$ cat config.mk
export PLATFORM = sky130hd
export DESIGN_NAME = fetch_stage_flat
export DESIGN_NICKNAME = d
export VERILOG_FILES = /design/src/logic/rv_core_pkg.sv /design/src/logic/pipe_links.sv /design/src/logic/fetch_stage.sv /design/src/flat_wrapper.sv
export SDC_FILE = /design/constraint.sdc
export NUM_CORES = 1
export LEC_CHECK = 0
export ABC_AREA = 1
export BUFFER_PORTS_ARGS = -buffer_cell sky130_fd_sc_hd__buf_2
export CELL_PAD_IN_SITES_DETAIL_PLACEMENT = 0
export CELL_PAD_IN_SITES_GLOBAL_PLACEMENT = 1
export CORE_MARGIN = 2
export CORE_UTILIZATION = 45
export CTS_BUF_LIST = sky130_fd_sc_hd__clkbuf_4
export DETAILED_ROUTE_END_ITERATION = 8
export PLACE_DENSITY_LB_ADDON = 0.1
export SLEW_MARGIN = 20
export SYNTH_ARGS = -nofsm -noshare
export SYNTH_HDL_FRONTEND = slang
export SYNTH_SLANG_ARGS = --single-unit
$ cat constraint.sdc
create_clock -name clk -period 4.25 [get_ports clk]
set_clock_uncertainty 0.15 [all_clocks]
set_input_delay 0.85 -clock clk [delete_from_list [all_inputs] [get_ports clk]]
set_output_delay 0.85 -clock clk [all_outputs]
set_load 0.01 [all_outputs]
$ cat src/logic/rv_core_pkg.sv
package rv_core_pkg;

  // datapath widths
  localparam int XLEN       = 64;
  localparam int INST_W     = 32;
  localparam int REG_ADDR_W = 5;
  localparam int NUM_REGS   = 32;

  // major opcodes the core executes, anything else retires as a no-op
  typedef enum logic [6:0] {
    OPC_OP     = 7'b0110011,
    OPC_OP_IMM = 7'b0010011,
    OPC_LUI    = 7'b0110111
  } opcode_e;

  // alu functions
  typedef enum logic [3:0] {
    ALU_ADD,
    ALU_SUB,
    ALU_SLL,
    ALU_SLT,
    ALU_SLTU,
    ALU_XOR,
    ALU_SRL,
    ALU_SRA,
    ALU_OR,
    ALU_AND,
    ALU_PASS_B
  } alu_op_e;

  // fetch to decode payload
  typedef struct packed {
    logic [XLEN-1:0]   pc;
    logic [INST_W-1:0] inst;
  } fetch_pkt_t;

  // decoded instruction, operands already read
  typedef struct packed {
    logic [XLEN-1:0]       pc;
    logic [INST_W-1:0]     inst;
    alu_op_e               alu_op;
    logic [XLEN-1:0]       op_a;
    logic [XLEN-1:0]       op_b;
    logic [REG_ADDR_W-1:0] rd;
    logic                  reg_wr;
  } uop_t;

  // finished instruction on its way to writeback
  typedef struct packed {
    logic [XLEN-1:0]       pc;
    logic [INST_W-1:0]     inst;
    logic [REG_ADDR_W-1:0] rd;
    logic                  reg_wr;
    logic [XLEN-1:0]       result;
  } retire_t;

endpackage

$ cat src/logic/pipe_links.sv
`timescale 1ns/100ps

// fetch register to decode
interface fetch_dec_if import rv_core_pkg::*; ();
  logic       valid;
  fetch_pkt_t pkt;
  logic       allow_in;

  modport producer (output valid, output pkt, input allow_in);
  modport consumer (input valid, input pkt, output allow_in);
endinterface


$ cat src/logic/fetch_stage.sv
`timescale 1ns/100ps

module fetch_stage import rv_core_pkg::*; #(
  parameter logic [XLEN-1:0] RESET_PC = '0
) (
  input  logic              clk,
  input  logic              i_rst,
  input  logic              i_inst_valid,
  input  logic [INST_W-1:0] i_inst,
  output logic              o_inst_ready,
  fetch_dec_if.producer     dec
);

  logic [XLEN-1:0] pc_q;
  logic            accept;

  // allow_in: register empty, or decode takes the held item this edge
  assign o_inst_ready = !dec.valid || dec.allow_in;
  assign accept = i_inst_valid && o_inst_ready;

  always_ff @(posedge clk) begin
    if (i_rst) begin
      dec.valid <= 1'b0;
      pc_q <= RESET_PC;
    end else begin
      // refill or drain the fetch/decode register
      if (o_inst_ready) begin
        dec.valid <= i_inst_valid;
      end
      // sequential pc, no branches
      if (accept) begin
        pc_q <= pc_q + XLEN'(4);
      end
    end
  end

  // payload only
  always_ff @(posedge clk) begin
    if (accept) begin
      dec.pkt.pc <= pc_q;
      dec.pkt.inst <= i_inst;
    end
  end

endmodule

$ cat src/flat_wrapper.sv
// flat-port wrapper written by rule: the top's interface ports become plain ports
module fetch_stage_flat import rv_core_pkg::*;
#(
  parameter logic [XLEN-1:0] RESET_PC = '0
)
  (clk, i_rst, i_inst_valid, i_inst, o_inst_ready, dec_valid, dec_pkt, dec_allow_in);
  fetch_dec_if dec_i ();
  input  logic clk;
  input  logic i_rst;
  input  logic i_inst_valid;
  input  logic [INST_W-1:0] i_inst;
  output logic o_inst_ready;
  output wire logic [$bits(dec_i.valid)-1:0] dec_valid;
  output wire logic [$bits(dec_i.pkt)-1:0] dec_pkt;
  input wire logic [$bits(dec_i.allow_in)-1:0] dec_allow_in;
  assign dec_valid = dec_i.valid;
  assign dec_pkt = dec_i.pkt;
  assign dec_i.allow_in = dec_allow_in;
  fetch_stage #(.RESET_PC(RESET_PC)) u_core (.clk(clk), .i_rst(i_rst), .i_inst_valid(i_inst_valid), .i_inst(i_inst), .o_inst_ready(o_inst_ready), .dec(dec_i));
endmodule
==> out/summary.txt <==
Register area share after synthesis - 61.2%
Worst path arrival time - 1250 ps
Number of global-route vias before repair - 4,829
FP Rows - 44
Final Max Tran Viols - 0
Postcts setup bufs - 0
Final Cycle Share - 53.0%
Worst-path maximum fanout - 4
Delay-heaviest family, CP - buffers and inverters
Global-route wire length before repair - 25.5 mm
Final #Nets - 889
#FFs+latches synth - 157
Crit-path slowest cell - buf_2
Longest Clk Path Bufs - 2
Clk slew on worst S/H paths - 130 ps
Largest net degree at the start of global routing - 52
Die height - 126 um
CP required - 3250 ps
Clk Latency, worst-skew pair - 570 ps
Setup TNS - 0 ps
Vias post-DR - 5,298
P per Cell Area - 361 mW/mm^2
CP bufs+invs - 3
Clock Sinks - 157
Die ar. - 0.0158 sq mm
Most frequent cells in the layout - nand2_1 (151), buf_2 (131), nor2_1 (124)
CTS Hold Bufs - 0
Status - finished, final reports clean
RSZ-0062 raised after global routing - no
Max Clk Rate - 444 MHz
Post-DR wirelength/cell - 15.5 um
Clock root cell - clkbuf_4
Synthesized area - 0.00668 sq mm
Cts bufs inserted - 17
DIE WIDTH - 126 um
Leakage power - 2.93 nW
# port buffers - 131
Total Wirelength - 16.3 mm
Ports - 134
Layout cells sized above 1 - 25.9%
Initial antenna violation count - 1
Placer Congestion - 0.897
Multi-input gate area - 0.00226 sq mm
Most used cell, CP - buf_2
# fillers - 1,392
Residual DRC - 0
Min-Delay Path Class - input pin to flop
CP Capture Type - primary output
Resized cells post-CTS - 0
Reg-to-Reg Start - u_core.pc_q[18]
Min-Delay Startpoint - i_inst[1]
DP HPWL - 12.1 mm
Max incr delay on CP - 150 ps
Most common cell after layout, fill and taps aside - nand2_1
Critical path class - input pin to primary output
Final Cell Area - 0.00787 sq mm
Overflow after GRT - 0
Layout area overhead - 17.9%
CTS tree - built
Count of cell types in the netlist - 39
DP Area - 0.00753 sq mm
Register area - 0.00408 sq mm
Initial core utilization - 45.9%
Hold Fails Final Rpt - 0
Worst-margin pin slew - 894 ps
Htree depth - 4
Setup violations, final - 0
Synth Instances - 709
Number of max-cap violations - 0
Critical Path Start - dec_allow_in
Crit path cell chain - buf_2 > inv_2 > nand2_2 > buf_2
Synth Warn # - 0
First-pass iteration count of the detailed router - 5
Core footprint - 0.0145 sq mm
VDD IR max - 0.202 mV
Post-route ant nets - 0
1st-iter DRT viols - 412
Mean Syn Cell Area - 9.41 sq um
Crit start category - input pin
Post-layout min period - 2250 ps
Worst rel slew slack - 40.3%
Vias per cell - 5.05
Gr usage total - 20.8%
## final timing paths
check / endpoint / slack, ps / cells past startpoint
min reg2reg: u_core.dec.pkt[95] / 350 / 0
max reg2reg: u_core.pc_q[56] / 2170 / 9
max: o_inst_ready / 2000 / 4
min: u_core.dec.pkt[1] / 300 / 1
## flip-flops by register name (all words and copies together), names as in the netlist
register	count
u_core.dec.pkt	94
u_core.pc_q	62
u_core.dec.valid	1
## synth_stat cells (all sizes together)
library cell	instances	area share (%)
edfxtp	94	42
nand3	42	3.6
o21a	2	0.22
a31oi	1	0.094
a21oi	36	2.8
and3	1	0.094
xor2	5	0.66
o21ai	27	2.0
dfxtp	63	19
o21bai	4	0.56
nor2	152	11
nand2	162	9.6
and2	2	0.19
clkbuf	4	0.22
buf	7	0.69
inv	71	4.0
nor3	12	0.97
nor3b	1	0.11
conb	1	0.056
nand4	17	1.6
nor4	1	0.32
clkinv	3	0.19
ha	1	0.19
## report_power, final
group          switching [mW]  internal (mW)  total [mW]
clock                   0.537          0.485        1.02
combinational          0.0930         0.0513       0.144
sequential             0.0137           1.66        1.68
total                   0.644           2.20        2.84
## area by class of cell
class | count | area share (%)
clock inverters | 13 | 2.40
diodes | 1 | 0.0318
multi-input cells | 468 | 28.8
flip-flops and latches | 157 | 51.9
clock buffers | 19 | 1.81
inverters | 74 | 3.55
well taps | 184 | 2.93
repair buffers | 134 | 8.62
## per-layer routing
metal / vias to the layer above / routed length [um] / track usage [%]
li1: 2629 / - / -
met1: 2466 / 7640 / 29.2
met2: 184 / 7290 / 31.8
met3: 19 / 1110 / 5.48
met4: 0 / 227 / 6.59
met5: - / 0 / 0
## stage by stage
stage / setup WS (ps) / hold slack [ps] / std cells / util, % / power [mW]
2_1_floorplan: 1670 / 282 / 710 / - / 1.78
3_3_place_gp: 1850 / 309 / 1017 / 51.8 / 1.85
3_5_place_dp: 1730 / 304 / 1017 / 51.8 / 1.86
4_1_cts: 1960 / 247 / 1049 / 54.1 / 2.88
5_1_grt: 1910 / 232 / 1050 / 54.1 / 2.96
6_report: 2000 / 299 / 1050 / 54.1 / 2.84
## logic make-up after synthesis
family	Yosys count	synth area share, %
AOI/OAI and AO/OA	70	5.66
xor gates and xnor gates	5	0.656
adders and majority gates	1	0.187
buffers and inverters	85	5.10
DFF	157	61.2
other	1	0.0562
and+or+nand+nor	390	27.2
No activity file was read; power rests on OpenSTA's default activity.
