--- src/logic/rv_core_pkg.sv ---
package rv_core_pkg;

  // datapath widths
  localparam int XLEN       = 64;
  localparam int INST_W     = 32;
  localparam int REG_ADDR_W = 5;
  localparam int NUM_REGS   = 32;

  // major opcodes the core executes, anything else retires as a no-op
  typedef enum logic [6:0] {
    OPC_OP     = 7'b0110011,
    OPC_OP_IMM = 7'b0010011,
    OPC_LUI    = 7'b0110111
  } opcode_e;

  // alu functions
  typedef enum logic [3:0] {
    ALU_ADD,
    ALU_SUB,
    ALU_SLL,
    ALU_SLT,
    ALU_SLTU,
    ALU_XOR,
    ALU_SRL,
    ALU_SRA,
    ALU_OR,
    ALU_AND,
    ALU_PASS_B
  } alu_op_e;

  // fetch to decode payload
  typedef struct packed {
    logic [XLEN-1:0]   pc;
    logic [INST_W-1:0] inst;
  } fetch_pkt_t;

  // decoded instruction, operands already read
  typedef struct packed {
    logic [XLEN-1:0]       pc;
    logic [INST_W-1:0]     inst;
    alu_op_e               alu_op;
    logic [XLEN-1:0]       op_a;
    logic [XLEN-1:0]       op_b;
    logic [REG_ADDR_W-1:0] rd;
    logic                  reg_wr;
  } uop_t;

  // finished instruction on its way to writeback
  typedef struct packed {
    logic [XLEN-1:0]       pc;
    logic [INST_W-1:0]     inst;
    logic [REG_ADDR_W-1:0] rd;
    logic                  reg_wr;
    logic [XLEN-1:0]       result;
  } retire_t;

endpackage

--- src/logic/pipe_links.sv ---


// operand read ports, combinational
interface rf_read_if import rv_core_pkg::*; ();
  logic [REG_ADDR_W-1:0] rs1;
  logic [REG_ADDR_W-1:0] rs2;
  logic [XLEN-1:0]       rdata1;
  logic [XLEN-1:0]       rdata2;

  modport producer (output rs1, output rs2, input rdata1, input rdata2);
  modport consumer (input rs1, input rs2, output rdata1, output rdata2);
endinterface

--- src/logic/regfile.sv ---
`timescale 1ns/100ps

module regfile import rv_core_pkg::*; (
  input  logic                  clk,
  input  logic                  i_rst,
  rf_read_if.consumer           rd,
  input  logic                  i_wen,
  input  logic [REG_ADDR_W-1:0] i_waddr,
  input  logic [XLEN-1:0]       i_wdata
);

  logic [XLEN-1:0] regs [NUM_REGS];

  // async reads, x0 hardwired
  assign rd.rdata1 = (rd.rs1 == '0) ? '0 : regs[rd.rs1];
  assign rd.rdata2 = (rd.rs2 == '0) ? '0 : regs[rd.rs2];

  always_ff @(posedge clk) begin
    if (i_rst) begin
      for (int i = 0; i < NUM_REGS; i++) begin
        regs[i] <= '0;
      end
    end else if (i_wen && (i_waddr != '0)) begin
      // x0 writes dropped
      regs[i_waddr] <= i_wdata;
    end
  end

endmodule

--- src/flat_wrapper.sv ---
// flat-port wrapper written by rule: the top's interface ports become plain ports
module regfile_flat import rv_core_pkg::*;
  (clk, i_rst, i_wen, i_waddr, i_wdata, rd_rs1, rd_rs2, rd_rdata1, rd_rdata2);
  rf_read_if rd_i ();
  input  logic clk;
  input  logic i_rst;
  input  logic i_wen;
  input  logic [REG_ADDR_W-1:0] i_waddr;
  input  logic [XLEN-1:0] i_wdata;
  input wire logic [$bits(rd_i.rs1)-1:0] rd_rs1;
  input wire logic [$bits(rd_i.rs2)-1:0] rd_rs2;
  output wire logic [$bits(rd_i.rdata1)-1:0] rd_rdata1;
  output wire logic [$bits(rd_i.rdata2)-1:0] rd_rdata2;
  assign rd_i.rs1 = rd_rs1;
  assign rd_i.rs2 = rd_rs2;
  assign rd_rdata1 = rd_i.rdata1;
  assign rd_rdata2 = rd_i.rdata2;
  regfile u_core (.clk(clk), .i_rst(i_rst), .rd(rd_i), .i_wen(i_wen), .i_waddr(i_waddr), .i_wdata(i_wdata));
endmodule
--- config.mk ---
export PLATFORM = sky130hd
export DESIGN_NAME = regfile_flat
export DESIGN_NICKNAME = d
export VERILOG_FILES = /design/src/logic/rv_core_pkg.sv /design/src/logic/pipe_links.sv /design/src/logic/regfile.sv /design/src/flat_wrapper.sv
export SDC_FILE = /design/constraint.sdc
export NUM_CORES = 2
export LEC_CHECK = 0
export BUFFER_PORTS_ARGS = -buffer_cell sky130_fd_sc_hd__buf_2
export CAP_MARGIN = 20
export CELL_PAD_IN_SITES_DETAIL_PLACEMENT = 0
export CELL_PAD_IN_SITES_GLOBAL_PLACEMENT = 1
export CORE_ASPECT_RATIO = 0.5
export CORE_MARGIN = 1.5
export CORE_UTILIZATION = 42
export CTS_BUF_LIST = sky130_fd_sc_hd__clkbuf_16
export CTS_CLUSTER_DIAMETER = 60
export DETAILED_ROUTE_END_ITERATION = 8
export HOLD_SLACK_MARGIN = 0.06
export PLACE_DENSITY_LB_ADDON = 0.1
export SLEW_MARGIN = 20
export SYNTH_ARGS = -nofsm -noshare
export SYNTH_HDL_FRONTEND = slang
export SYNTH_SLANG_ARGS = --single-unit
--- constraint.sdc ---
create_clock -name clk -period 2.6 [get_ports clk]
set_input_delay 0.13 -clock clk [delete_from_list [all_inputs] [get_ports clk]]
set_output_delay 0.13 -clock clk [all_outputs]
set_load 0.1 [all_outputs]
==> out/metrics.yaml <==
status: "finished with violations"
violations: "setup timing"
rsz0062_at_grt: "true"
std_cell_rows: 131
drv_cap: 0
avgSynthCellArea_sq_um: 15.2
synthesis.area_sq_um: 108000
netlist.area_leader.share: 0.568
yosysMostFrequentCell: "edfxtp_1"
cellLeakagePower_nw: 45.3
dpl_cell_area_sq_um: 120000
htreeDepth: 4
grt_pass1_vias: 71706
max_slew.worst_pin.slew_ps: 1140
grt.total_usage: 0.332
detail_route.wirelength_microns: 440000
drc_errors: 0
total_power_mw: 83.5
synth_top_area_cell: "edfxtp_1"
detail-route-antenna-nets: 0
largest_register_ffs: 2048
syn_inst: 7099
synthArstFlopShare: 0
synthDistinctLibCells: 49
gr-total-overflow: 0
cts_tree: "built"
muxShareOfSynthArea: 0.234
synth-simple-area-share: 0.128
yosys_most_used_dff: "edfxtp_1"
largest_registers: "u_core.regs: 2048 flops"
clock_sinks: 2048
yosysSeqAreaShare: 0.568
start_util: 0.423
cp-start-kind: "flip-flop"
die_x_microns: 721
synth_edf_count: 2048
cts_root_buf: "clkbuf_16"
slew_headroom: 0.242
worst_slack_ps: -340
fmax_mhz: 340
avgViaCountPerCell: 6.62
synth_compound_area_frac: 0.0390
fin_area_sq_um: 129000
wl_per_cell_microns: 40.2
antenna_found_initial: 55
post-route-period-util: 1.13
die_h_microns: 362
grt_start_max_net_pins: 71
grt_first_pass_wirelength_microns: 595000
regMostFlops: "u_core.regs"
slew_viol_final: 0
min_from: "i_wen"
synth_xor_area_frac: 0
cts.clk_slew.worst_paths_ps: 70
nets: 7446
cts_buffers: 205
areaGrowthSynthToFinish_pct: 19.4
crit_path_end_kind: "output pin"
ios: 210
drt_iter0_markers: 12986
dieArea_sq_um: 261000
arrival_ps: 2810
drt_first_pass_iters: 5
fillCellCount: 20946
ir_drop_mv: 0.550
powerDensity_nw_per_um2: 646
drive_gt1_frac: 0.326
io_buffers: 209
fin_util: 0.506
synth_top_cells_by_count: "edfxtp_1 (2048), and2_1 (1986), mux4_2 (873)"
cts_buffer_depth: 4
routabilityCongestion: 0.852
crit_required_ps: 2470
synth_seq_cells: 2048
period_minus_slack_ps: 2940
worstSetupPathType: "flip-flop to output pin"
setup_viol: 101
hold_viol_final: 0
place.detailed.hpwl_microns: 251000
hold_path_end: "u_core.regs[30][1]"
netlist_top_cells_area: "edfxtp_1 (57%), mux4_2 (18%), and2_1 (11%)"
core-area_sq_um: 256000
synth_fa_ha_area_frac: 0
whs_ps: 307
crit_path_max_fanout: 2
synth_top_family_by_area: "multiplexers"
hold_path.class: "input pin to flip-flop"
vias: 72457
whs_path_depth: 5
synth_warnings: 0
[layer usage]
layer / share of wire / wire length (microns) / GRT usage / up-vias
li1: - / - / - / 27862
met4: 0.031 / 13700 / 0.0947 / 4
met1: 0.40 / 177000 / 0.490 / 38379
met5: 0.000059 / 26 / 0 / -
met3: 0.13 / 56300 / 0.0746 / 778
met2: 0.44 / 193000 / 0.494 / 5434
[per-stage QoR]
stage | TNS [ps] | worst slack (ps) | instances
finish | -10900 | -340 | 10953
CTS | -14860 | -383 | 10901
global placement | -1040 | -182 | 10463
detailed placement | -939 | -208 | 10463
floorplan | -2580 | -522 | 7162
global route | -18000 | -403 | 10916
[worst max path at each step]
stage / endpoint / depth (start not counted) / start
6_report: rd_rdata2[57] / 4 / u_core.regs[11][57]
5_1_grt: rd_rdata2[57] / 4 / u_core.regs[11][57]
4_1_cts: rd_rdata2[57] / 4 / u_core.regs[8][57]
3_5_place_dp: rd_rdata1[28] / 9 / rd_rs1[1]
3_3_place_gp: rd_rdata1[28] / 9 / rd_rs1[1]
2_1_floorplan: rd_rdata2[22] / 8 / rd_rs2[1]
[power by group]
group | leakage, nW | total (mW) | switching (mW) | internal (mW)
combinational | 22.5 | 14.8 | 8.78 | 6.01
clock | 3.24 | 29.6 | 13.6 | 16.0
sequential | 19.5 | 39.1 | 0.943 | 38.1
total | 45.3 | 83.5 | 23.4 | 60.1
[cells by family after synthesis]
group,after synthesis
compound gates,573
buf+inv,803
flops,2048
mux,1427
other cells,1
simple gates,2247
[area by class of cell]
type | instances | area (sq um) | area share
Inverter | 5 | 18.8 | 0.000145
Clock buffer | 209 | 5230 | 0.0405
Tap cell | 3391 | 4240 | 0.0328
Multi-Input combinational cell | 4311 | 46500 | 0.360
Sequential cell | 2048 | 61500 | 0.476
Timing Repair Buffer | 793 | 10500 | 0.0812
Clock inverter | 155 | 1070 | 0.00831
Antenna cell | 41 | 103 | 0.000794
[cell usage in the layout, fill, tap and decap left out, types with 28 or more instances in the layout]
| master | n |
|---|---|
| a21boi_4 | 52 |
| a21oi_1 | 28 |
| a22oi_1 | 45 |
| a22oi_2 | 64 |
| a31oi_1 | 29 |
| and2_1 | 1985 |
| buf_12 | 359 |
| buf_2 | 72 |
| buf_4 | 287 |
| clkbuf_16 | 209 |
| clkinv_1 | 52 |
| clkinv_2 | 41 |
| conb_1 | 64 |
| diode_2 | 41 |
| dlygate4sd3_1 | 65 |
| edfxtp_1 | 2048 |
| inv_1 | 41 |
| mux2_2 | 85 |
| mux2i_1 | 407 |
| mux2i_2 | 37 |
| mux4_2 | 873 |
| nand2_1 | 76 |
| nor2_4 | 32 |
| o221ai_1 | 39 |
| o22ai_1 | 105 |
| o22ai_2 | 42 |
| or2_4 | 78 |
[critical path: stages, from the launching register on]
cell and delay [ps]:
edfxtp_1 390, mux4_2 500, mux4_2 530, mux2_4 310, buf_12 170
[timing repair]
item | 4_1_cts | 5_1_grt
hold endpoints to repair | 2022 | 0
hold buffers | 65 | 0
pin swaps | 151 | 49
gates resized for setup | 391 | 81
setup endpoints to repair | 128 | 127
buffers inserted | 13 | 11
(Power assumes the default switching activity.)
