$ cat config.mk
export PLATFORM = sky130hd
export DESIGN_NAME = witf_flat
export DESIGN_NICKNAME = d
export VERILOG_FILES = /design/src/logic/rv_core_pkg.sv /design/src/logic/pipe_links.sv /design/src/logic/witf.sv /design/src/flat_wrapper.sv
export SDC_FILE = /design/constraint.sdc
export NUM_CORES = 1
export LEC_CHECK = 0
export ABC_AREA = 1
export CORE_MARGIN = 2
export CORE_UTILIZATION = 30
export CTS_CLUSTER_DIAMETER = 120
export CTS_CLUSTER_SIZE = 20
export DETAILED_ROUTE_END_ITERATION = 8
export DONT_BUFFER_PORTS = 1
export PLACE_DENSITY = 0.42
export SLEW_MARGIN = 20
export SYNTH_ARGS = -nofsm -noshare
export SYNTH_HDL_FRONTEND = slang
export SYNTH_SLANG_ARGS = --single-unit
$ cat constraint.sdc
create_clock -name clk -period 2.5 [get_ports clk]
set_input_delay 0 -clock clk [delete_from_list [all_inputs] [get_ports clk]]
set_output_delay 0 -clock clk [all_outputs]
set_load 0.02 [all_outputs]
$ cat src/logic/rv_core_pkg.sv
package rv_core_pkg;

  // datapath widths
  localparam int XLEN       = 64;
  localparam int INST_W     = 32;
  localparam int REG_ADDR_W = 5;
  localparam int NUM_REGS   = 32;

  // major opcodes the core executes, anything else retires as a no-op
  typedef enum logic [6:0] {
    OPC_OP     = 7'b0110011,
    OPC_OP_IMM = 7'b0010011,
    OPC_LUI    = 7'b0110111
  } opcode_e;

  // alu functions
  typedef enum logic [3:0] {
    ALU_ADD,
    ALU_SUB,
    ALU_SLL,
    ALU_SLT,
    ALU_SLTU,
    ALU_XOR,
    ALU_SRL,
    ALU_SRA,
    ALU_OR,
    ALU_AND,
    ALU_PASS_B
  } alu_op_e;

  // fetch to decode payload
  typedef struct packed {
    logic [XLEN-1:0]   pc;
    logic [INST_W-1:0] inst;
  } fetch_pkt_t;

  // decoded instruction, operands already read
  typedef struct packed {
    logic [XLEN-1:0]       pc;
    logic [INST_W-1:0]     inst;
    alu_op_e               alu_op;
    logic [XLEN-1:0]       op_a;
    logic [XLEN-1:0]       op_b;
    logic [REG_ADDR_W-1:0] rd;
    logic                  reg_wr;
  } uop_t;

  // finished instruction on its way to writeback
  typedef struct packed {
    logic [XLEN-1:0]       pc;
    logic [INST_W-1:0]     inst;
    logic [REG_ADDR_W-1:0] rd;
    logic                  reg_wr;
    logic [XLEN-1:0]       result;
  } retire_t;

endpackage

$ cat src/logic/pipe_links.sv


// decode dispatch and hazard lookup against the witf
interface witf_if import rv_core_pkg::*; ();
  logic                  push;
  logic [REG_ADDR_W-1:0] rd;
  logic [REG_ADDR_W-1:0] rs1;
  logic [REG_ADDR_W-1:0] rs2;
  logic                  raw;
  logic                  full;

  modport producer (output push, output rd, output rs1, output rs2, input raw, input full);
  modport consumer (input push, input rd, input rs1, input rs2, output raw, output full);
endinterface


$ cat src/logic/witf.sv
`timescale 1ns/100ps

module witf import rv_core_pkg::*; #(
  parameter int WITF_DEPTH = 4
) (
  input  logic       clk,
  input  logic       i_rst,
  witf_if.consumer   dec,
  input  logic       i_pop
);

  localparam int PTR_W = (WITF_DEPTH > 1) ? $clog2(WITF_DEPTH) : 1;

  logic [REG_ADDR_W-1:0] ent [WITF_DEPTH];
  logic [WITF_DEPTH-1:0] vld;
  logic [PTR_W-1:0]      wr_ptr;
  logic [PTR_W-1:0]      rd_ptr;

  // any in-flight writer of a source register
  always_comb begin
    dec.raw = 1'b0;
    for (int i = 0; i < WITF_DEPTH; i++) begin
      if (vld[i] && ((ent[i] == dec.rs1) || (ent[i] == dec.rs2))) begin
        dec.raw = 1'b1;
      end
    end
  end

  assign dec.full = &vld;

  // pointers wrap at depth, depth need not be a power of two
  always_ff @(posedge clk) begin
    if (i_rst) begin
      vld <= '0;
      wr_ptr <= '0;
      rd_ptr <= '0;
    end else begin
      // pop first so a same-slot push wins
      if (i_pop) begin
        vld[rd_ptr] <= 1'b0;
        rd_ptr <= (rd_ptr == PTR_W'(WITF_DEPTH - 1)) ? '0 : rd_ptr + 1'b1;
      end
      if (dec.push) begin
        vld[wr_ptr] <= 1'b1;
        wr_ptr <= (wr_ptr == PTR_W'(WITF_DEPTH - 1)) ? '0 : wr_ptr + 1'b1;
      end
    end
  end

  // entry storage
  always_ff @(posedge clk) begin
    if (dec.push) begin
      ent[wr_ptr] <= dec.rd;
    end
  end

endmodule

$ cat src/flat_wrapper.sv
// flat-port wrapper written by rule: the top's interface ports become plain ports
module witf_flat import rv_core_pkg::*;
#(
  parameter int WITF_DEPTH = 4
)
  (clk, i_rst, i_pop, dec_push, dec_rd, dec_rs1, dec_rs2, dec_raw, dec_full);
  witf_if dec_i ();
  input  logic clk;
  input  logic i_rst;
  input  logic i_pop;
  input wire logic [$bits(dec_i.push)-1:0] dec_push;
  input wire logic [$bits(dec_i.rd)-1:0] dec_rd;
  input wire logic [$bits(dec_i.rs1)-1:0] dec_rs1;
  input wire logic [$bits(dec_i.rs2)-1:0] dec_rs2;
  output wire logic [$bits(dec_i.raw)-1:0] dec_raw;
  output wire logic [$bits(dec_i.full)-1:0] dec_full;
  assign dec_i.push = dec_push;
  assign dec_i.rd = dec_rd;
  assign dec_i.rs1 = dec_rs1;
  assign dec_i.rs2 = dec_rs2;
  assign dec_raw = dec_i.raw;
  assign dec_full = dec_i.full;
  witf #(.WITF_DEPTH(WITF_DEPTH)) u_core (.clk(clk), .i_rst(i_rst), .dec(dec_i), .i_pop(i_pop));
endmodule
==> results of run 1 <==
## cell usage after synthesis, drive strengths merged
master / number
xor2: 3
a211oi: 3
nor3: 1
dfxtp: 8
clkbuf: 2
edfxtp: 20
nand2: 102
o21ai: 3
nand3: 8
inv: 43
a21oi: 6
ha: 8
xnor2: 8
nor2: 24
## cells in the final DEF, fill, tap and decap left out, types with 6 or more instances in the layout
cell	Yosys	final
edfxtp_1	20	20
inv_1	39	39
ha_1	8	8
dfxtp_1	8	8
nand3_1	8	8
nand2_1	102	102
dlygate4sd3_1	0	10
nor2_1	24	24
xnor2_1	8	8
a21oi_1	6	6
## cell families after synthesis
logic type | synth area share [%]
XOR/XNOR | 5.62
adder cells (fa/ha/maj) | 5.84
flip-flops | 44.4
AO/OA/AOI/OAI | 3.94
buffers and inverters | 9.93
AND/OR/NAND/NOR | 30.2
## final timing paths
path,from,to,slack (ps),depth (start not counted)
worst max-delay path,u_core.ent[3][4]$_DFFE_PP_,dec_raw,980,9
worst min register to register,u_core.vld[0]$_SDFF_PP0_,u_core.vld[0]$_SDFF_PP0_,490,2
worst max register to register,u_core.rd_ptr[0]$_SDFFE_PP0P_,u_core.vld[3]$_SDFF_PP0_,1000,5
worst min-delay path,dec_push,u_core.ent[3][1]$_DFFE_PP_,130,2
## metrics by stage
stage	hold slack (ps)	total power, mW
2_1_floorplan	95.6	0.639
3_3_place_gp	71.7	0.665
3_5_place_dp	72.7	0.664
4_1_cts	148	0.913
5_1_grt	149	0.955
6_report	133	0.900
## state kept, by name, indices dropped and copies added, names as in the netlist
signal and flops:
u_core.ent 20, u_core.wr_ptr 2, u_core.rd_ptr 2, u_core.vld 4
## power breakdown
part           leakage [nW]  internal [mW]  switching, mW  total (mW)
clock network        0.0231          0.110          0.123       0.233
registers             0.250          0.521         0.0186       0.539
logic                 0.717         0.0548         0.0731       0.128
total                 0.990          0.685          0.215       0.900
## layout make-up
cell class / count / share of cell area, %
Sequential cell: 28 / 39.2
Tap cell: 72 / 4.65
Clock inverter: 1 / 0.194
Timing Repair Buffer: 10 / 5.16
Inverter: 43 / 8.32
Clock buffer: 3 / 2.13
Multi-Input combinational cell: 166 / 40.3
## per-layer routing
metal / wire [um] / up-vias
met2: 1730 / 12
met5: 0 / -
met3: 115 / 2
met4: 23 / 0
li1: - / 745
met1: 1790 / 607
## timing repair
item | CTS | global route
hold buffers | 10 | 0
hold endpoints to repair | 28 | 0
buffers inserted | 0 | 0
==> results.sh, run 1 <==
export IMPL_setup_slack_ps=979
export IMPL_ir_drop_v=0.000226
export IMPL_fillerInstances=582
export IMPL_use_met1_pct=16.0
export IMPL_die_w_um=79.6
export IMPL_cts_root_buffer="clkbuf_8"
export IMPL_drv_slew=0
export IMPL_synth_seq_cells=28
export IMPL_synth_cell_types=17
export IMPL_start_util_pct=31.1
export IMPL_synth_top_area_share_pct=35.1
export IMPL_syn_nets=266
export IMPL_gp_congestion=0.788
export IMPL_fp_dieH_um=79.6
export IMPL_setup_violations=0
export IMPL_numPortBuffers=0
export IMPL_top_level_ports=21
export IMPL_antennaDiodeCount=0
export IMPL_grt_antenna_before_repair=0
export IMPL_dieArea_sq_um=6330
export IMPL_p_per_area_nw_per_um2=464
export IMPL_final_core_util_pct=35.2
export IMPL_floorplan_rows=27
export IMPL_cts_buffer_depth=2
export IMPL_crit_required_ps=2500
export IMPL_grt_ovfl_total=0
export IMPL_multi_input_area_sq_um=782
export IMPL_cts_sinks=28
export IMPL_hold_viol=0
export IMPL_postCtsResizedCells=0
export IMPL_placed_cells=309
export IMPL_finClkSkew_ps=5.43
export IMPL_path_buf_inv=1
export IMPL_post_place_ws_ps=1250
export IMPL_routedWlPerCell_um=11.3
export IMPL_yosysTopAreaCell="edfxtp_1"
export IMPL_path_common_cell="nand2_1"
export IMPL_seq_area_frac_synth_pct=44.4
export IMPL_cts_buffers=3
export IMPL_critPathMaxStageDelay_ps=450
export IMPL_hp_class="input port to flop"
export IMPL_grt_max_degree=16
export IMPL_seq_area_sq_um=761
export IMPL_htreeDepth=1
export IMPL_vias=1366
export IMPL_grt_busiest_layer="met2"
export IMPL_postRouteAntennaNets=0
export IMPL_outcome="complete, no violations"
export IMPL_cp_top_family="simple AND/OR/NAND/NOR gates"
export IMPL_met2_usage_pct=21.2
export IMPL_drc_errors=0
export IMPL_grt_pass1_wl_um=5970
export IMPL_area_growth_pct=13.2
export IMPL_drive_gt1_share_pct=2.79
export IMPL_placed_area_sq_um=1790
export IMPL_min_period_ps=1520
export IMPL_finalNetCount=279
export IMPL_setup_tns_ps=0
export IMPL_max_freq_mhz=658
export IMPL_cp_max_fo=3
export IMPL_worst_setup_path_type="flop to output port"
export IMPL_post_route_period_util_pct=60.8
export IMPL_worst_slew_pin_slew_ps=386
export IMPL_drt_iter0_markers=72
export IMPL_final_area_sq_um=1940
export IMPL_viasPerCell=4.23
export IMPL_relSlewSlack_pct=74.2
export IMPL_cts_tree="done"
export IMPL_clk_pin_slew_ps=90
export IMPL_core_sq_um=5510
export IMPL_syn_cell_area_sq_um=1710
export IMPL_avgSynthCellArea_sq_um=7.17
export IMPL_drv_cap=0
export IMPL_yosys_warnings=0
export IMPL_crit_chain="nand2_1, o21ai_1, nor2_1, nand3_1, nand2_1, nand2_1, nand2_1, inv_1, nand2_1"
export IMPL_rsz0062_at_grt="false"
export IMPL_crit_path_top_delay_cell="edfxtp_1"
export IMPL_use_met3_pct=1.58
export IMPL_worstPathArrival_ps=1520
export IMPL_synthTopCellsByArea="edfxtp_1 (35%), nand2_1 (22%), dfxtp_1 (9.3%)"
export IMPL_grt_util_all_layers_pct=12.3
export IMPL_first_pass_iters=4
export IMPL_critPathLaunchType="flop"
export IMPL_end_kind="output port"
export IMPL_dpl_hpwl_um=3070
export IMPL_clk_insertion_delay_late_ps=260
export IMPL_grt_pass1_vias=1277
export IMPL_totalWireLength_um=3650
export IMPL_p_leak_nw=0.990
export IMPL_stdcell_count=323
export IMPL_synth_cells=239
(Power assumes the default switching activity.)
==> run 2, diff against run 1 <==
--- a/config.mk
+++ b/config.mk
@@ -12,7 +12,7 @@
 export CTS_CLUSTER_SIZE = 20
 export DETAILED_ROUTE_END_ITERATION = 8
 export DONT_BUFFER_PORTS = 1
-export PLACE_DENSITY = 0.42
+export PLACE_DENSITY = 0.43
 export SLEW_MARGIN = 20
 export SYNTH_ARGS = -nofsm -noshare
 export SYNTH_HDL_FRONTEND = slang
==> constraint.sdc (replaced) <==
create_clock -name clk -period 1.33 [get_ports clk]
set_input_delay 0 -clock clk [delete_from_list [all_inputs] [get_ports clk]]
set_output_delay 0 -clock clk [all_outputs]
set_load 0.02 [all_outputs]
==> results.sh, run 2 (same netlist as run 1, synthesis figures left out) <==
export IMPL_finClkSkew_ps=8.35
export IMPL_hp_class="input port to output port"
export IMPL_switchingPower_uw=413
export IMPL_grt_max_degree=16
export IMPL_htreeDepth=1
export IMPL_core_sq_um=5510
export IMPL_largestRegisters="u_core.ent: 20 flops, u_core.vld: 4 flops"
export IMPL_drv_cap=0
export IMPL_path_common_cell="nand2_1"
export IMPL_worstPathArrival_ps=1420
export IMPL_cts_root_buffer="clkbuf_8"
export IMPL_hold_viol=0
export IMPL_dieArea_sq_um=6330
export IMPL_cp_max_fo=4
export IMPL_end_kind="output port"
export IMPL_critPathLaunchType="flop"
export IMPL_grt_busiest_layer="met2"
export IMPL_rsz0062_at_grt="true"
export IMPL_clkPwrFrac_pct=26.1
export IMPL_crit_chain="nand2_1, nand2_1, nor2_1, nand3_1, nand2_1, nand2_1, nand2_1, inv_2, nand2_4"
export IMPL_cts_sinks=28
export IMPL_power_frac_comb_pct=14.4
export IMPL_crit_path_top_delay_cell="edfxtp_1"
export IMPL_met2_usage_pct=21.5
export IMPL_worstHoldStart="dec_rs1[4]"
export IMPL_p_int_mw=1.29
export IMPL_path_buf_inv=1
export IMPL_cp_top_family="simple AND/OR/NAND/NOR gates"
export IMPL_placed_area_sq_um=1790
export IMPL_drv_slew=0
export IMPL_gp_congestion=0.774
export IMPL_clk_insertion_delay_late_ps=270
export IMPL_post_route_period_util_pct=107
export IMPL_whs_ps=434
export IMPL_final_cell_mix="nand2_1 (101), inv_1 (37), edfxtp_1 (20)"
export IMPL_final_area_sq_um=1940
export IMPL_cts_buffers=3
export IMPL_grt_antenna_before_repair=0
export IMPL_drive_gt1_share_pct=6.02
export IMPL_dpl_hpwl_um=2990
export IMPL_grt_util_all_layers_pct=12.1
export IMPL_p_leak_nw=0.976
export IMPL_top_register="u_core.ent"
export IMPL_first_pass_iters=4
export IMPL_r2r_slack_ps=130
export IMPL_use_met1_pct=14.5
export IMPL_relSlewSlack_pct=73.2
export IMPL_postRouteAntennaNets=0
export IMPL_p_per_area_nw_per_um2=877
export IMPL_routedWlPerCell_um=11.0
export IMPL_critPathMaxStageDelay_ps=450
export IMPL_ir_drop_v=0.000455
export IMPL_switching_share_pct=24.3
export IMPL_setup_violations=1
export IMPL_grt_pass1_vias=1329
export IMPL_area_growth_pct=13.2
export IMPL_outcome="complete, but fails checks"
export IMPL_power_frac_seq_pct=59.5
export IMPL_cts_buffer_depth=2
export IMPL_drc_errors=0
export IMPL_use_met3_pct=2.60
export IMPL_cts_tree="done"
export IMPL_worst_slew_pin_slew_ps=401
export IMPL_worst_setup_path_type="flop to output port"
export IMPL_r2r_start="u_core.wr_ptr[0]$_SDFFE_PP0P_"
export IMPL_totalWireLength_um=3540
export IMPL_final_common_cell="nand2_1"
export IMPL_violations="setup timing"
export IMPL_min_to="dec_raw"
export IMPL_min_period_ps=1420
export IMPL_fp_dieH_um=79.6
export IMPL_top_level_ports=21
export IMPL_clk_pin_slew_ps=90
export IMPL_grt_ovfl_total=0
export IMPL_numPortBuffers=0
export IMPL_vias=1346
export IMPL_viasPerCell=4.19
export IMPL_finalNetCount=277
export IMPL_max_freq_mhz=704
export IMPL_floorplan_rows=27
export IMPL_rr_worst_depth=3
export IMPL_setup_slack_ps=-91.2
export IMPL_power_mw=1.70
export IMPL_die_w_um=79.6
export IMPL_start_util_pct=31.1
export IMPL_largest_reg_flops=20
export IMPL_hold_depth=7
export IMPL_r2r_end="u_core.ent[3][2]$_DFFE_PP_"
export IMPL_antennaDiodeCount=0
export IMPL_crit_required_ps=1330
export IMPL_final_core_util_pct=35.2
export IMPL_grt_pass1_wl_um=5930
export IMPL_fillerInstances=587
export IMPL_drt_iter0_markers=30
-- run 2: per-stage QoR --
stage / TNS [ps] / setup slack, ps / cells
global placement: 0 / 100 / 309
finish: -91.2 / -91.2 / 321
detailed placement: 0 / 112 / 309
floorplan: 0 / 298 / 239
global route: -243 / -243 / 321
CTS: -110 / -110 / 321
-- run 2: area by class of cell --
type	instances	area (sq um)	area share, %
Clock buffer	3	41.3	2.13
Timing Repair Buffer	8	80.1	4.13
Inverter	43	161	8.32
Sequential cell	28	761	39.2
Clock inverter	1	3.75	0.194
Multi-Input combinational cell	166	802	41.4
Tap cell	72	90.1	4.65
-- run 2: worst max path at each step --
stage,end,cells after the start,slack [ps],startpoint
after floorplan,u_core.ent[3][0]$_DFFE_PP_,3,300,u_core.wr_ptr[0]$_SDFFE_PP0P_
after global placement,dec_raw,9,100,u_core.ent[3][1]$_DFFE_PP_
after detailed placement,dec_raw,9,110,u_core.ent[3][1]$_DFFE_PP_
after CTS,dec_raw,9,-110,u_core.ent[2][0]$_DFFE_PP_
after global routing,dec_raw,9,-240,u_core.ent[3][0]$_DFFE_PP_
final,dec_raw,9,-90,u_core.ent[3][0]$_DFFE_PP_
-- run 2: worst reg2reg max path, cell delays in order (launching register included) --
cell	delay [ps]
dfxtp_1	410
ha_1	190
nand2_1	90
inv_1	210
-- run 2: layer usage --
layer,vias to the layer above,part of all wire (%)
met2,14,48
met4,0,1.2
met1,584,47
met5,-,0
met3,4,4.3
li1,744,-
-- run 2: power by group through the flow --
| stage | clock (mW) | sequential, mW | combinational, mW |
|---|---|---|---|
| 5_1_grt | 0.503 | 1.02 | 0.289 |
| 6_report | 0.444 | 1.01 | 0.245 |
| 3_3_place_gp | 0 | 1.03 | 0.215 |
| 4_1_cts | 0.462 | 1.01 | 0.247 |
| 3_5_place_dp | 0 | 1.03 | 0.212 |
| 2_1_floorplan | 0 | 1.02 | 0.176 |
-- run 2: timing repair --
item,4_1_cts,5_1_grt
buffers inserted,0,0
pin swaps,1,6
endpoints found under the setup margin,1,1
hold endpoints to repair,28,0
resized for setup,4,5
hold buffers,8,0
