**src/logic/rv_core_pkg.sv**
```systemverilog
package rv_core_pkg;

  // datapath widths
  localparam int XLEN       = 64;
  localparam int INST_W     = 32;
  localparam int REG_ADDR_W = 5;
  localparam int NUM_REGS   = 32;

  // major opcodes the core executes, anything else retires as a no-op
  typedef enum logic [6:0] {
    OPC_OP     = 7'b0110011,
    OPC_OP_IMM = 7'b0010011,
    OPC_LUI    = 7'b0110111
  } opcode_e;

  // alu functions
  typedef enum logic [3:0] {
    ALU_ADD,
    ALU_SUB,
    ALU_SLL,
    ALU_SLT,
    ALU_SLTU,
    ALU_XOR,
    ALU_SRL,
    ALU_SRA,
    ALU_OR,
    ALU_AND,
    ALU_PASS_B
  } alu_op_e;

  // fetch to decode payload
  typedef struct packed {
    logic [XLEN-1:0]   pc;
    logic [INST_W-1:0] inst;
  } fetch_pkt_t;

  // decoded instruction, operands already read
  typedef struct packed {
    logic [XLEN-1:0]       pc;
    logic [INST_W-1:0]     inst;
    alu_op_e               alu_op;
    logic [XLEN-1:0]       op_a;
    logic [XLEN-1:0]       op_b;
    logic [REG_ADDR_W-1:0] rd;
    logic                  reg_wr;
  } uop_t;

  // finished instruction on its way to writeback
  typedef struct packed {
    logic [XLEN-1:0]       pc;
    logic [INST_W-1:0]     inst;
    logic [REG_ADDR_W-1:0] rd;
    logic                  reg_wr;
    logic [XLEN-1:0]       result;
  } retire_t;

endpackage

```
**src/logic/pipe_links.sv**
```systemverilog
`timescale 1ns/100ps

// fetch register to decode
interface fetch_dec_if import rv_core_pkg::*; ();
  logic       valid;
  fetch_pkt_t pkt;
  logic       allow_in;

  modport producer (output valid, output pkt, input allow_in);
  modport consumer (input valid, input pkt, output allow_in);
endinterface

// decode register to execute
interface dec_exe_if import rv_core_pkg::*; ();
  logic valid;
  uop_t uop;
  logic allow_in;

  modport producer (output valid, output uop, input allow_in);
  modport consumer (input valid, input uop, output allow_in);
endinterface


// decode dispatch and hazard lookup against the witf
interface witf_if import rv_core_pkg::*; ();
  logic                  push;
  logic [REG_ADDR_W-1:0] rd;
  logic [REG_ADDR_W-1:0] rs1;
  logic [REG_ADDR_W-1:0] rs2;
  logic                  raw;
  logic                  full;

  modport producer (output push, output rd, output rs1, output rs2, input raw, input full);
  modport consumer (input push, input rd, input rs1, input rs2, output raw, output full);
endinterface

// operand read ports, combinational
interface rf_read_if import rv_core_pkg::*; ();
  logic [REG_ADDR_W-1:0] rs1;
  logic [REG_ADDR_W-1:0] rs2;
  logic [XLEN-1:0]       rdata1;
  logic [XLEN-1:0]       rdata2;

  modport producer (output rs1, output rs2, input rdata1, input rdata2);
  modport consumer (input rs1, input rs2, output rdata1, output rdata2);
endinterface

```
**src/logic/decode_stage.sv**
```systemverilog
`timescale 1ns/100ps

module decode_stage import rv_core_pkg::*; (
  input  logic          clk,
  input  logic          i_rst,
  fetch_dec_if.consumer fet,
  dec_exe_if.producer   exe,
  witf_if.producer      wt,
  rf_read_if.producer   rf
);

  logic [INST_W-1:0]     inst;
  opcode_e               opcode;
  logic [2:0]            funct3;
  logic                  alt;
  logic [REG_ADDR_W-1:0] rd;
  logic [REG_ADDR_W-1:0] rs1_idx;
  logic [REG_ADDR_W-1:0] rs2_idx;
  logic [XLEN-1:0]       imm_i;
  logic [XLEN-1:0]       imm_u;
  logic [XLEN-1:0]       op_b;
  alu_op_e               alu_op;
  logic                  reg_wr;
  logic                  use_rs1;
  logic                  use_rs2;
  logic                  stall;
  logic                  out_free;
  logic                  handoff;

  // instruction fields
  assign inst = fet.pkt.inst;
  assign opcode = opcode_e'(inst[6:0]);
  assign funct3 = inst[14:12];
  assign alt = inst[30];
  assign rd = inst[11:7];
  assign imm_i = {{(XLEN-12){inst[31]}}, inst[31:20]};
  assign imm_u = {{(XLEN-32){inst[31]}}, inst[31:12], 12'b0};

  // which sources are real, which instructions write back
  always_comb begin
    reg_wr = 1'b0;
    use_rs1 = 1'b0;
    use_rs2 = 1'b0;
    case (opcode)
      OPC_OP: begin
        reg_wr = 1'b1;
        use_rs1 = 1'b1;
        use_rs2 = 1'b1;
      end
      OPC_OP_IMM: begin
        reg_wr = 1'b1;
        use_rs1 = 1'b1;
      end
      OPC_LUI: begin
        reg_wr = 1'b1;
      end
      default: begin
        reg_wr = 1'b0;
      end
    endcase
  end

  // funct3 to alu op; bit 30 picks sub only for register form, sra for both
  always_comb begin
    case (funct3)
      3'b000:  alu_op = (opcode == OPC_OP && alt) ? ALU_SUB : ALU_ADD;
      3'b001:  alu_op = ALU_SLL;
      3'b010:  alu_op = ALU_SLT;
      3'b011:  alu_op = ALU_SLTU;
      3'b100:  alu_op = ALU_XOR;
      3'b101:  alu_op = alt ? ALU_SRA : ALU_SRL;
      3'b110:  alu_op = ALU_OR;
      default: alu_op = ALU_AND;
    endcase
    if (opcode == OPC_LUI) begin
      alu_op = ALU_PASS_B;
    end
  end

  // unused sources read as x0, which never hits in the witf
  assign rs1_idx = use_rs1 ? inst[19:15] : '0;
  assign rs2_idx = use_rs2 ? inst[24:20] : '0;
  assign rf.rs1 = rs1_idx;
  assign rf.rs2 = rs2_idx;
  assign wt.rs1 = rs1_idx;
  assign wt.rs2 = rs2_idx;
  assign wt.rd = rd;

  // second operand
  assign op_b = use_rs2 ? rf.rdata2 : ((opcode == OPC_LUI) ? imm_u : imm_i);

  // handshake, ready_go folded into allow_in
  assign stall = fet.valid && (wt.raw || wt.full);
  assign out_free = !exe.valid || exe.allow_in;
  assign fet.allow_in = out_free && !stall;
  assign handoff = fet.valid && fet.allow_in;

  // book the destination as in flight
  assign wt.push = handoff && reg_wr && (rd != '0);

  always_ff @(posedge clk) begin
    if (i_rst) begin
      exe.valid <= 1'b0;
    end else if (out_free) begin
      // stalled item leaves a bubble behind
      exe.valid <= handoff;
    end
  end

  always_ff @(posedge clk) begin
    if (handoff) begin
      exe.uop.pc <= fet.pkt.pc;
      exe.uop.inst <= inst;
      exe.uop.alu_op <= alu_op;
      exe.uop.op_a <= rf.rdata1;
      exe.uop.op_b <= op_b;
      exe.uop.rd <= rd;
      exe.uop.reg_wr <= reg_wr;
    end
  end

endmodule

```
**src/flat_wrapper.sv**
```systemverilog
// flat-port wrapper written by rule: the top's interface ports become plain ports
module decode_stage_flat import rv_core_pkg::*;
  (clk, i_rst, fet_valid, fet_pkt, fet_allow_in, exe_valid, exe_uop, exe_allow_in, wt_push, wt_rd, wt_rs1, wt_rs2, wt_raw, wt_full, rf_rs1, rf_rs2, rf_rdata1, rf_rdata2);
  fetch_dec_if fet_i ();
  dec_exe_if exe_i ();
  witf_if wt_i ();
  rf_read_if rf_i ();
  input  logic clk;
  input  logic i_rst;
  input wire logic [$bits(fet_i.valid)-1:0] fet_valid;
  input wire logic [$bits(fet_i.pkt)-1:0] fet_pkt;
  output wire logic [$bits(fet_i.allow_in)-1:0] fet_allow_in;
  output wire logic [$bits(exe_i.valid)-1:0] exe_valid;
  output wire logic [$bits(exe_i.uop)-1:0] exe_uop;
  input wire logic [$bits(exe_i.allow_in)-1:0] exe_allow_in;
  output wire logic [$bits(wt_i.push)-1:0] wt_push;
  output wire logic [$bits(wt_i.rd)-1:0] wt_rd;
  output wire logic [$bits(wt_i.rs1)-1:0] wt_rs1;
  output wire logic [$bits(wt_i.rs2)-1:0] wt_rs2;
  input wire logic [$bits(wt_i.raw)-1:0] wt_raw;
  input wire logic [$bits(wt_i.full)-1:0] wt_full;
  output wire logic [$bits(rf_i.rs1)-1:0] rf_rs1;
  output wire logic [$bits(rf_i.rs2)-1:0] rf_rs2;
  input wire logic [$bits(rf_i.rdata1)-1:0] rf_rdata1;
  input wire logic [$bits(rf_i.rdata2)-1:0] rf_rdata2;
  assign fet_i.valid = fet_valid;
  assign fet_i.pkt = fet_pkt;
  assign fet_allow_in = fet_i.allow_in;
  assign exe_valid = exe_i.valid;
  assign exe_uop = exe_i.uop;
  assign exe_i.allow_in = exe_allow_in;
  assign wt_push = wt_i.push;
  assign wt_rd = wt_i.rd;
  assign wt_rs1 = wt_i.rs1;
  assign wt_rs2 = wt_i.rs2;
  assign wt_i.raw = wt_raw;
  assign wt_i.full = wt_full;
  assign rf_rs1 = rf_i.rs1;
  assign rf_rs2 = rf_i.rs2;
  assign rf_i.rdata1 = rf_rdata1;
  assign rf_i.rdata2 = rf_rdata2;
  decode_stage u_core (.clk(clk), .i_rst(i_rst), .fet(fet_i), .exe(exe_i), .wt(wt_i), .rf(rf_i));
endmodule
```
**config.mk**
```make
export PLATFORM = sky130hd
export DESIGN_NAME = decode_stage_flat
export DESIGN_NICKNAME = d
export VERILOG_FILES = /design/src/logic/rv_core_pkg.sv /design/src/logic/pipe_links.sv /design/src/logic/decode_stage.sv /design/src/flat_wrapper.sv
export SDC_FILE = /design/constraint.sdc
export NUM_CORES = 1
export LEC_CHECK = 0
export ABC_AREA = 0
export BUFFER_PORTS_ARGS = -buffer_cell sky130_fd_sc_hd__buf_2
export CORE_AREA = 2 2 193 195
export CTS_CLUSTER_DIAMETER = 120
export CTS_CLUSTER_SIZE = 28
export DETAILED_ROUTE_END_ITERATION = 10
export DIE_AREA = 0 0 195 197
export SYNTH_ARGS = -nofsm -noshare
export SYNTH_HDL_FRONTEND = slang
export SYNTH_SLANG_ARGS = --single-unit
export TNS_END_PERCENT = 5
```
**constraint.sdc**
```tcl
create_clock -name clk -period 6 [get_ports clk]
set_clock_uncertainty 0.1 [all_clocks]
set_input_delay 1.2 -clock clk [delete_from_list [all_inputs] [get_ports clk]]
set_output_delay 1.2 -clock clk [all_outputs]
set_load 0.005 [all_outputs]
```
==> results of run 1 <==
==> cell usage in the layout (no fill, tap or decap), drive strengths merged <==
master and instances:
mux2i 20, o41a 1, and2 12, and4bb 1, diode 1, edfxtp 229, nor4b 1, nor2 2
a21o 33, nand2 5, nand4b 1, clkinv 1, clkinvlp 1, nor4 1, o21ai 3, nand4bb 1
nand2b 1, a21oi 24, a2111oi 1, buf 497, mux2 11, a211oi 1, dfxtp 1, nor3 3
clkbuf 15, nand3 2, or4 1, nor2b 14, inv 3
==> logic make-up (layout without fill, tap and decap cells) <==
group / after synthesis / count (layout) / synth area share
multiplexers: 31 / 31 / 0.0394
flip-flops: 230 / 230 / 0.838
AO/OA/AOI/OAI: 63 / 63 / 0.0515
other: 0 / 1 / 0
AND/OR/NAND/NOR: 45 / 45 / 0.0375
buffers and inverters: 39 / 517 / 0.0339
==> Yosys cell counts (2+ instances only) <==
library cell | instances | area (µm²)
edfxtp_1 | 229 | 6880
nand3_1 | 2 | 10.0
and2_1 | 12 | 75.1
inv_1 | 4 | 15.0
buf_4 | 26 | 195
nor2b_1 | 14 | 87.6
a21oi_1 | 23 | 115
nor3_1 | 2 | 10.0
nor2_1 | 2 | 7.51
buf_2 | 4 | 20.0
nand2_1 | 5 | 18.8
mux2_2 | 9 | 101
buf_6 | 4 | 45.0
o21ai_0 | 3 | 15.0
mux2i_1 | 20 | 200
a21o_1 | 33 | 248
mux2_1 | 2 | 22.5
==> layout make-up <==
cell class | count | share of cell area
Sequential cell | 230 | 0.602
Inverter | 4 | 0.00164
Clock buffer | 15 | 0.0291
Antenna cell | 1 | 0.000219
Clock inverter | 1 | 0.00262
Tap cell | 468 | 0.0512
Multi-Input combinational cell | 139 | 0.0931
Timing Repair Buffer | 497 | 0.220
==> sequential cells by signal, summed over array words and instances, names as in the netlist <==
signal            flops
u_core.exe.valid      1
u_core.exe.uop      229
==> power by group through the flow <==
| stage | registers [mW] | clock network [mW] | logic, mW |
|---|---|---|---|
| finish | 1.83 | 0.930 | 0.223 |
| global route | 1.84 | 1.01 | 0.246 |
| CTS | 1.83 | 0.982 | 0.228 |
| detailed placement | 1.87 | 0 | 0.227 |
| global placement | 1.87 | 0 | 0.221 |
| floorplan | 1.88 | 0 | 0.0694 |
==> per-stage QoR <==
step	setup WS, ps	hold slack [ps]	total power [mW]
after global routing	1900	467	3.10
after detailed placement	1960	418	2.10
after floorplan	570	394	1.95
after global placement	1940	410	2.09
after CTS	1950	435	3.04
final	2040	428	2.99
==> worst paths after layout <==
kind,startpoint,end,slack (ps),depth (start not counted)
max,fet_pkt[2],wt_rs1[3],2040,5
min,u_core.exe.valid,u_core.exe.valid,430,2
max reg2reg,u_core.exe.valid,u_core.exe.uop[66],4080,4
min reg2reg,u_core.exe.valid,u_core.exe.valid,430,2
==> tightest hold or removal path, cell delays in order, from the launching register on <==
cell,delay (ps)
dfxtp_1,330
nand2b_1,100
a21oi_1,70
==> per-layer routing <==
metal  up-vias  wire length (µm)  track usage
met2       273             12300        0.204
met1      2670             10600        0.154
li1       2504                 -            -
met3        26              1910       0.0337
met5         -                11            0
met4         2               572       0.0297
==> impl_metrics.csv, run 1 <==
group,metric,value,unit
status,status,"completed",
power_and_ir_drop,power_frac_seq,0.614,
finish,stdcell_count,1355,
grt,grt-ovfl-total,0,
finish,fillers,3662,
drt,drc,0,
power_and_ir_drop,irDropWorstVdd,0.000191,V
logic_synthesis,synthesis.nets,638,
worst_setup_path,worstPathArrival,2660,ps
worst_setup_path,path_buf_inv,3,
finish,drive_gt1_frac,0.595,
cts,cts.sinks,230,
die,die_area,38400,µm²
placement,dpl.hpwl,19200,µm
sta,max_freq,252,MHz
finish,design_area,11400,µm²
logic_synthesis,async_flop_share,0,
power_and_ir_drop,powerDensity,261,nW/µm²
sta,rsz0062_at_grt,"no",
drt,drt_iter0_drc,224,
grt,antenna_found_initial,2,
worst_setup_path,startpoint_type,"input pin",
drt,avgRoutedWirePerCell,18.7,µm
worst_setup_path,end_kind,"output pin",
cts,h-tree-depth,1,
die,fp.dieW,195,µm
worst_setup_path,critPathKind,"input pin to output pin",
power_and_ir_drop,pwr-share-comb,0.075,
die,initial_utilization,0.227,
cts,hold_buffers,0,
power_and_ir_drop,p_sw_frac,0.218,
cts,cts_tree,"built",
sta,timing.slew.headroom,0.289,
cts,cts_buffers,12,
sta,fin_crit,3960,ps
finish,nets,1114,
drt,viasPerCell,4.04,
die,rows,70,
grt,track_usage,0.121,
finish,regArea,6900,µm²
logic_synthesis,synth_edf_count,229,
logic_synthesis,ys_ff_latch,230,
worst_setup_path,crit_chain,"buf_2 > buf_4 > nor3_1 > and2_1 > buf_2",
cts,clk_pin_slew_worst_paths,110,ps
sta,slew_viol_final,0,
sta,hold_viol,0,
min_path,min_path_type,"register to register",
grt,grt_pass1_wl,35100,µm
cts,cts_buffer_depth,3,
cts,cts_root_buf,"clkbuf_16",
sta,setup-tns-final,0,ps
sta,max_slew.worst_pin.slew,1070,ps
logic_synthesis,ys_types,31,
worst_setup_path,crit_top_cell,"buf_2",
cts,postCtsResizedCells,0,
placement,dp_cells,1338,
sta,min_period_over_period,0.660,
cts,insertion_delay,480,ps
drt,num_vias,5475,
die,core-area,36300,µm²
worst_setup_path,cp_top_family,"simple AND/OR/NAND/NOR gates",
run,maxCapViolations,0,
power_and_ir_drop,internal_power,2.34,mW
logic_synthesis,yosys_warnings,0,
worst_setup_path,path_max_fanout,38,
finish,area_growth,39.0,%
worst_setup_path,cp.required,4700,ps
grt,grt_pass1_vias,5486,
drt,wirelength,25400,µm
sta,setup-violations-final,0,
cts,postCtsSetupBuffers,0,
logic_synthesis,ys_seq_area_frac,0.838,
worst_setup_path,cp_slowest_cell,"nor3_1",
placement,place.gp.congestion,0.785,
finish,multiInputGateArea,1070,µm²
drt,final_antenna_net_count,0,
logic_synthesis,synth.avg_cell_area,20.2,µm²
power_and_ir_drop,leakage,4.86,nW
logic_synthesis,ys.flop_type,"edfxtp_1",
drt,first_pass_iters,4,
power_and_ir_drop,p_clk_frac,0.311,
die,boundaryPins,492,
die,die_h,197,µm
placement,port_buffers,491,
logic_synthesis,syn_inst,408,
finish,fin_util,0.316,
grt,grt_max_degree,120,
logic_synthesis,syn_area,8230,µm²
placement,place_area,11100,µm²
power_and_ir_drop,switchingPower,0.650,mW
worst_setup_path,cpPeakStageDelay,630,ps
No activity file was read; power rests on OpenSTA's default activity.
==> run 2: changes to the inputs <==
- CORE_AREA: 2 2 193 195 -> 2 2 189 191
- DIE_AREA: 0 0 195 197 -> 0 0 191 193
- clock period: 6 -> 4 ns (I/O delays scaled with it)
==> run 2 against run 1 <==
  * Combinational power up 56%
  * Sequential share of layout area fell by 0.65 points
  * Wire length down 1.5%
  * Sequential power rose by 50%
  * First-iteration DRC count shrank 7.6%
  * Power rose by 49%
  * Via count rose by 0.29%
==> impl_metrics.csv, run 2 (synthesis results as in run 1) <==
group,metric,value,unit
worst_setup_path,r2r-end,"u_core.exe.uop[201]",
min_path,min_path_type,"input pin to register",
cts,cts_tree,"built",
worst_setup_path,startpoint_type,"input pin",
worst_setup_path,regToRegSetupSlack,1760,ps
placement,dpl.hpwl,19600,µm
cts,clk_pin_slew_worst_paths,100,ps
grt,grt_max_degree,47,
sta,fin_crit,3010,ps
finish,drive_gt1_frac,0.605,
finish,design_area,11600,µm²
finish,nets,1127,
worst_setup_path,cpPeakStageDelay,330,ps
worst_setup_path,r2r_cells,4,
drt,final_antenna_net_count,0,
worst_setup_path,cp_slowest_cell,"buf_4",
grt,antenna_found_initial,2,
finish,regMostFlops,"u_core.exe.uop",
grt,grt_pass1_wl,33200,µm
cts,postCtsSetupBuffers,0,
worst_setup_path,crit_chain,"buf_2 > nand4bb_4 > nor4_4 > buf_4 > and2_1 > buf_2",
drt,top_layer_used,"met4",
sta,hold_viol,0,
cts,cts_buffers,12,
drt,wirelength,25000,µm
power_and_ir_drop,powerDensity,384,nW/µm²
drt,dr_wl_met2,12600,µm
drt,avgRoutedWirePerCell,18.3,µm
drt,viasPerCell,4.03,
finish,reg_top3,"u_core.exe.uop (229), u_core.exe.valid (1)",
sta,min_period_over_period,0.752,
finish,mostFrequentLayoutCells,"buf_2 (491), edfxtp_1 (229), a21o_1 (33)",
drt,num_vias,5491,
worst_setup_path,cp_top_family,"simple AND/OR/NAND/NOR gates",
power_and_ir_drop,leakage,4.94,nW
cts,cts_buffer_depth,3,
placement,place.gp.congestion,0.788,
worst_setup_path,path_max_fanout,22,
drt,wl_met1,9640,µm
cts,insertion_delay,470,ps
worst_setup_path,critPathKind,"input pin to output pin",
sta,rsz0062_at_grt,"no",
placement,place_area,11200,µm²
cts,hold_buffers,0,
placement,port_buffers,491,
worst_setup_path,r2r_start,"u_core.exe.valid",
cts,cts_root_buf,"clkbuf_16",
drt,drc,0,
finish,mostFrequentLayoutCell,"buf_2",
grt,track_usage,0.122,
die,fp.dieW,191,µm
cts,cts.sinks,230,
finish,largest_reg_flops,229,
worst_setup_path,worstPathArrival,2110,ps
grt,grt_pass1_vias,5265,
sta,max_slew.worst_pin.slew,966,ps
worst_setup_path,end_kind,"output pin",
drt,wl_met3,2210,µm
finish,fillers,3511,
min_path,whs_path_depth,2,
sta,whs,363,ps
grt,grt-ovfl-total,0,
finish,area_growth,40.5,%
die,initial_utilization,0.235,
drt,drt_iter0_drc,207,
drt,first_pass_iters,4,
power_and_ir_drop,irDropWorstVdd,0.000345,V
cts,postCtsResizedCells,0,
worst_setup_path,cp.required,3100,ps
run,maxCapViolations,0,
worst_setup_path,crit_top_cell,"buf_2",
min_path,hold_start,"i_rst",
die,die_h,193,µm
die,boundaryPins,492,
sta,setup-violations-final,0,
sta,timing.slew.headroom,0.355,
die,die_area,36900,µm²
min_path,hold_end,"u_core.exe.valid",
sta,max_freq,332,MHz
cts,h-tree-depth,1,
die,rows,69,
worst_setup_path,path_buf_inv,3,
sta,slew_viol_final,0,
status,status,"completed",
die,core-area,35000,µm²
-- run 2: cell count changes in the layout (fill, tap and decap cells not counted) --
cell       delta
buf_12        +2
clkbuf_1      -2
nand3_1       -1
buf_4        +11
nand2b_1      -1
inv_12        +1
inv_6         +1
clkinv_16     -1
nand3_4       +1
diode_2       +1
nand2b_4      +1
-- run 2: layer usage --
layer / track usage / vias to the layer above
met5: 0 / -
met4: 0.0343 / 0
met3: 0.0329 / 21
met2: 0.215 / 265
met1: 0.146 / 2676
li1: - / 2529
-- run 2: area by class of cell --
class                   instances  area (µm²)  share of cell area
inverters                       4        18.8             0.00162
clock buffers                  13         325              0.0281
flip-flops and latches        230        6900               0.596
diodes                          2        5.00            0.000433
multi-input cells             139        1090              0.0939
repair buffers                510        2640               0.228
well taps                     461         577              0.0498
clock inverters                 2        25.0             0.00216
-- run 2: worst max-delay path by stage --
stage	from	endpoint	slack, ps	depth (start not counted)
floorplan	exe_allow_in	u_core.exe.uop[0]	-910	3
global placement	fet_pkt[3]	wt_rs2[4]	1010	6
detailed placement	fet_pkt[3]	rf_rs2[4]	960	6
CTS	fet_pkt[3]	rf_rs2[4]	930	6
global route	fet_pkt[3]	wt_rs2[4]	860	6
finish	fet_pkt[3]	wt_rs2[4]	990	6
-- run 2: report_power, final --
group / leakage [nW] / switching (mW) / internal [mW]
combinational: 2.66 / 0.177 / 0.171
clock: 0.172 / 0.752 / 0.602
sequential: 2.11 / 0.0172 / 2.73
-- run 2: metrics by stage --
stage / instances / setup TNS [ps] / setup WS (ps) / power (mW) / util
after floorplan: 408 / -208780 / -912 / 2.93 / -
after global placement: 1344 / 0 / 1010 / 3.15 / 0.321
after detailed placement: 1344 / 0 / 957 / 3.16 / 0.321
after CTS: 1359 / 0 / 928 / 4.54 / 0.331
after global routing: 1361 / 0 / 860 / 4.64 / 0.331
final: 1361 / 0 / 992 / 4.45 / 0.331
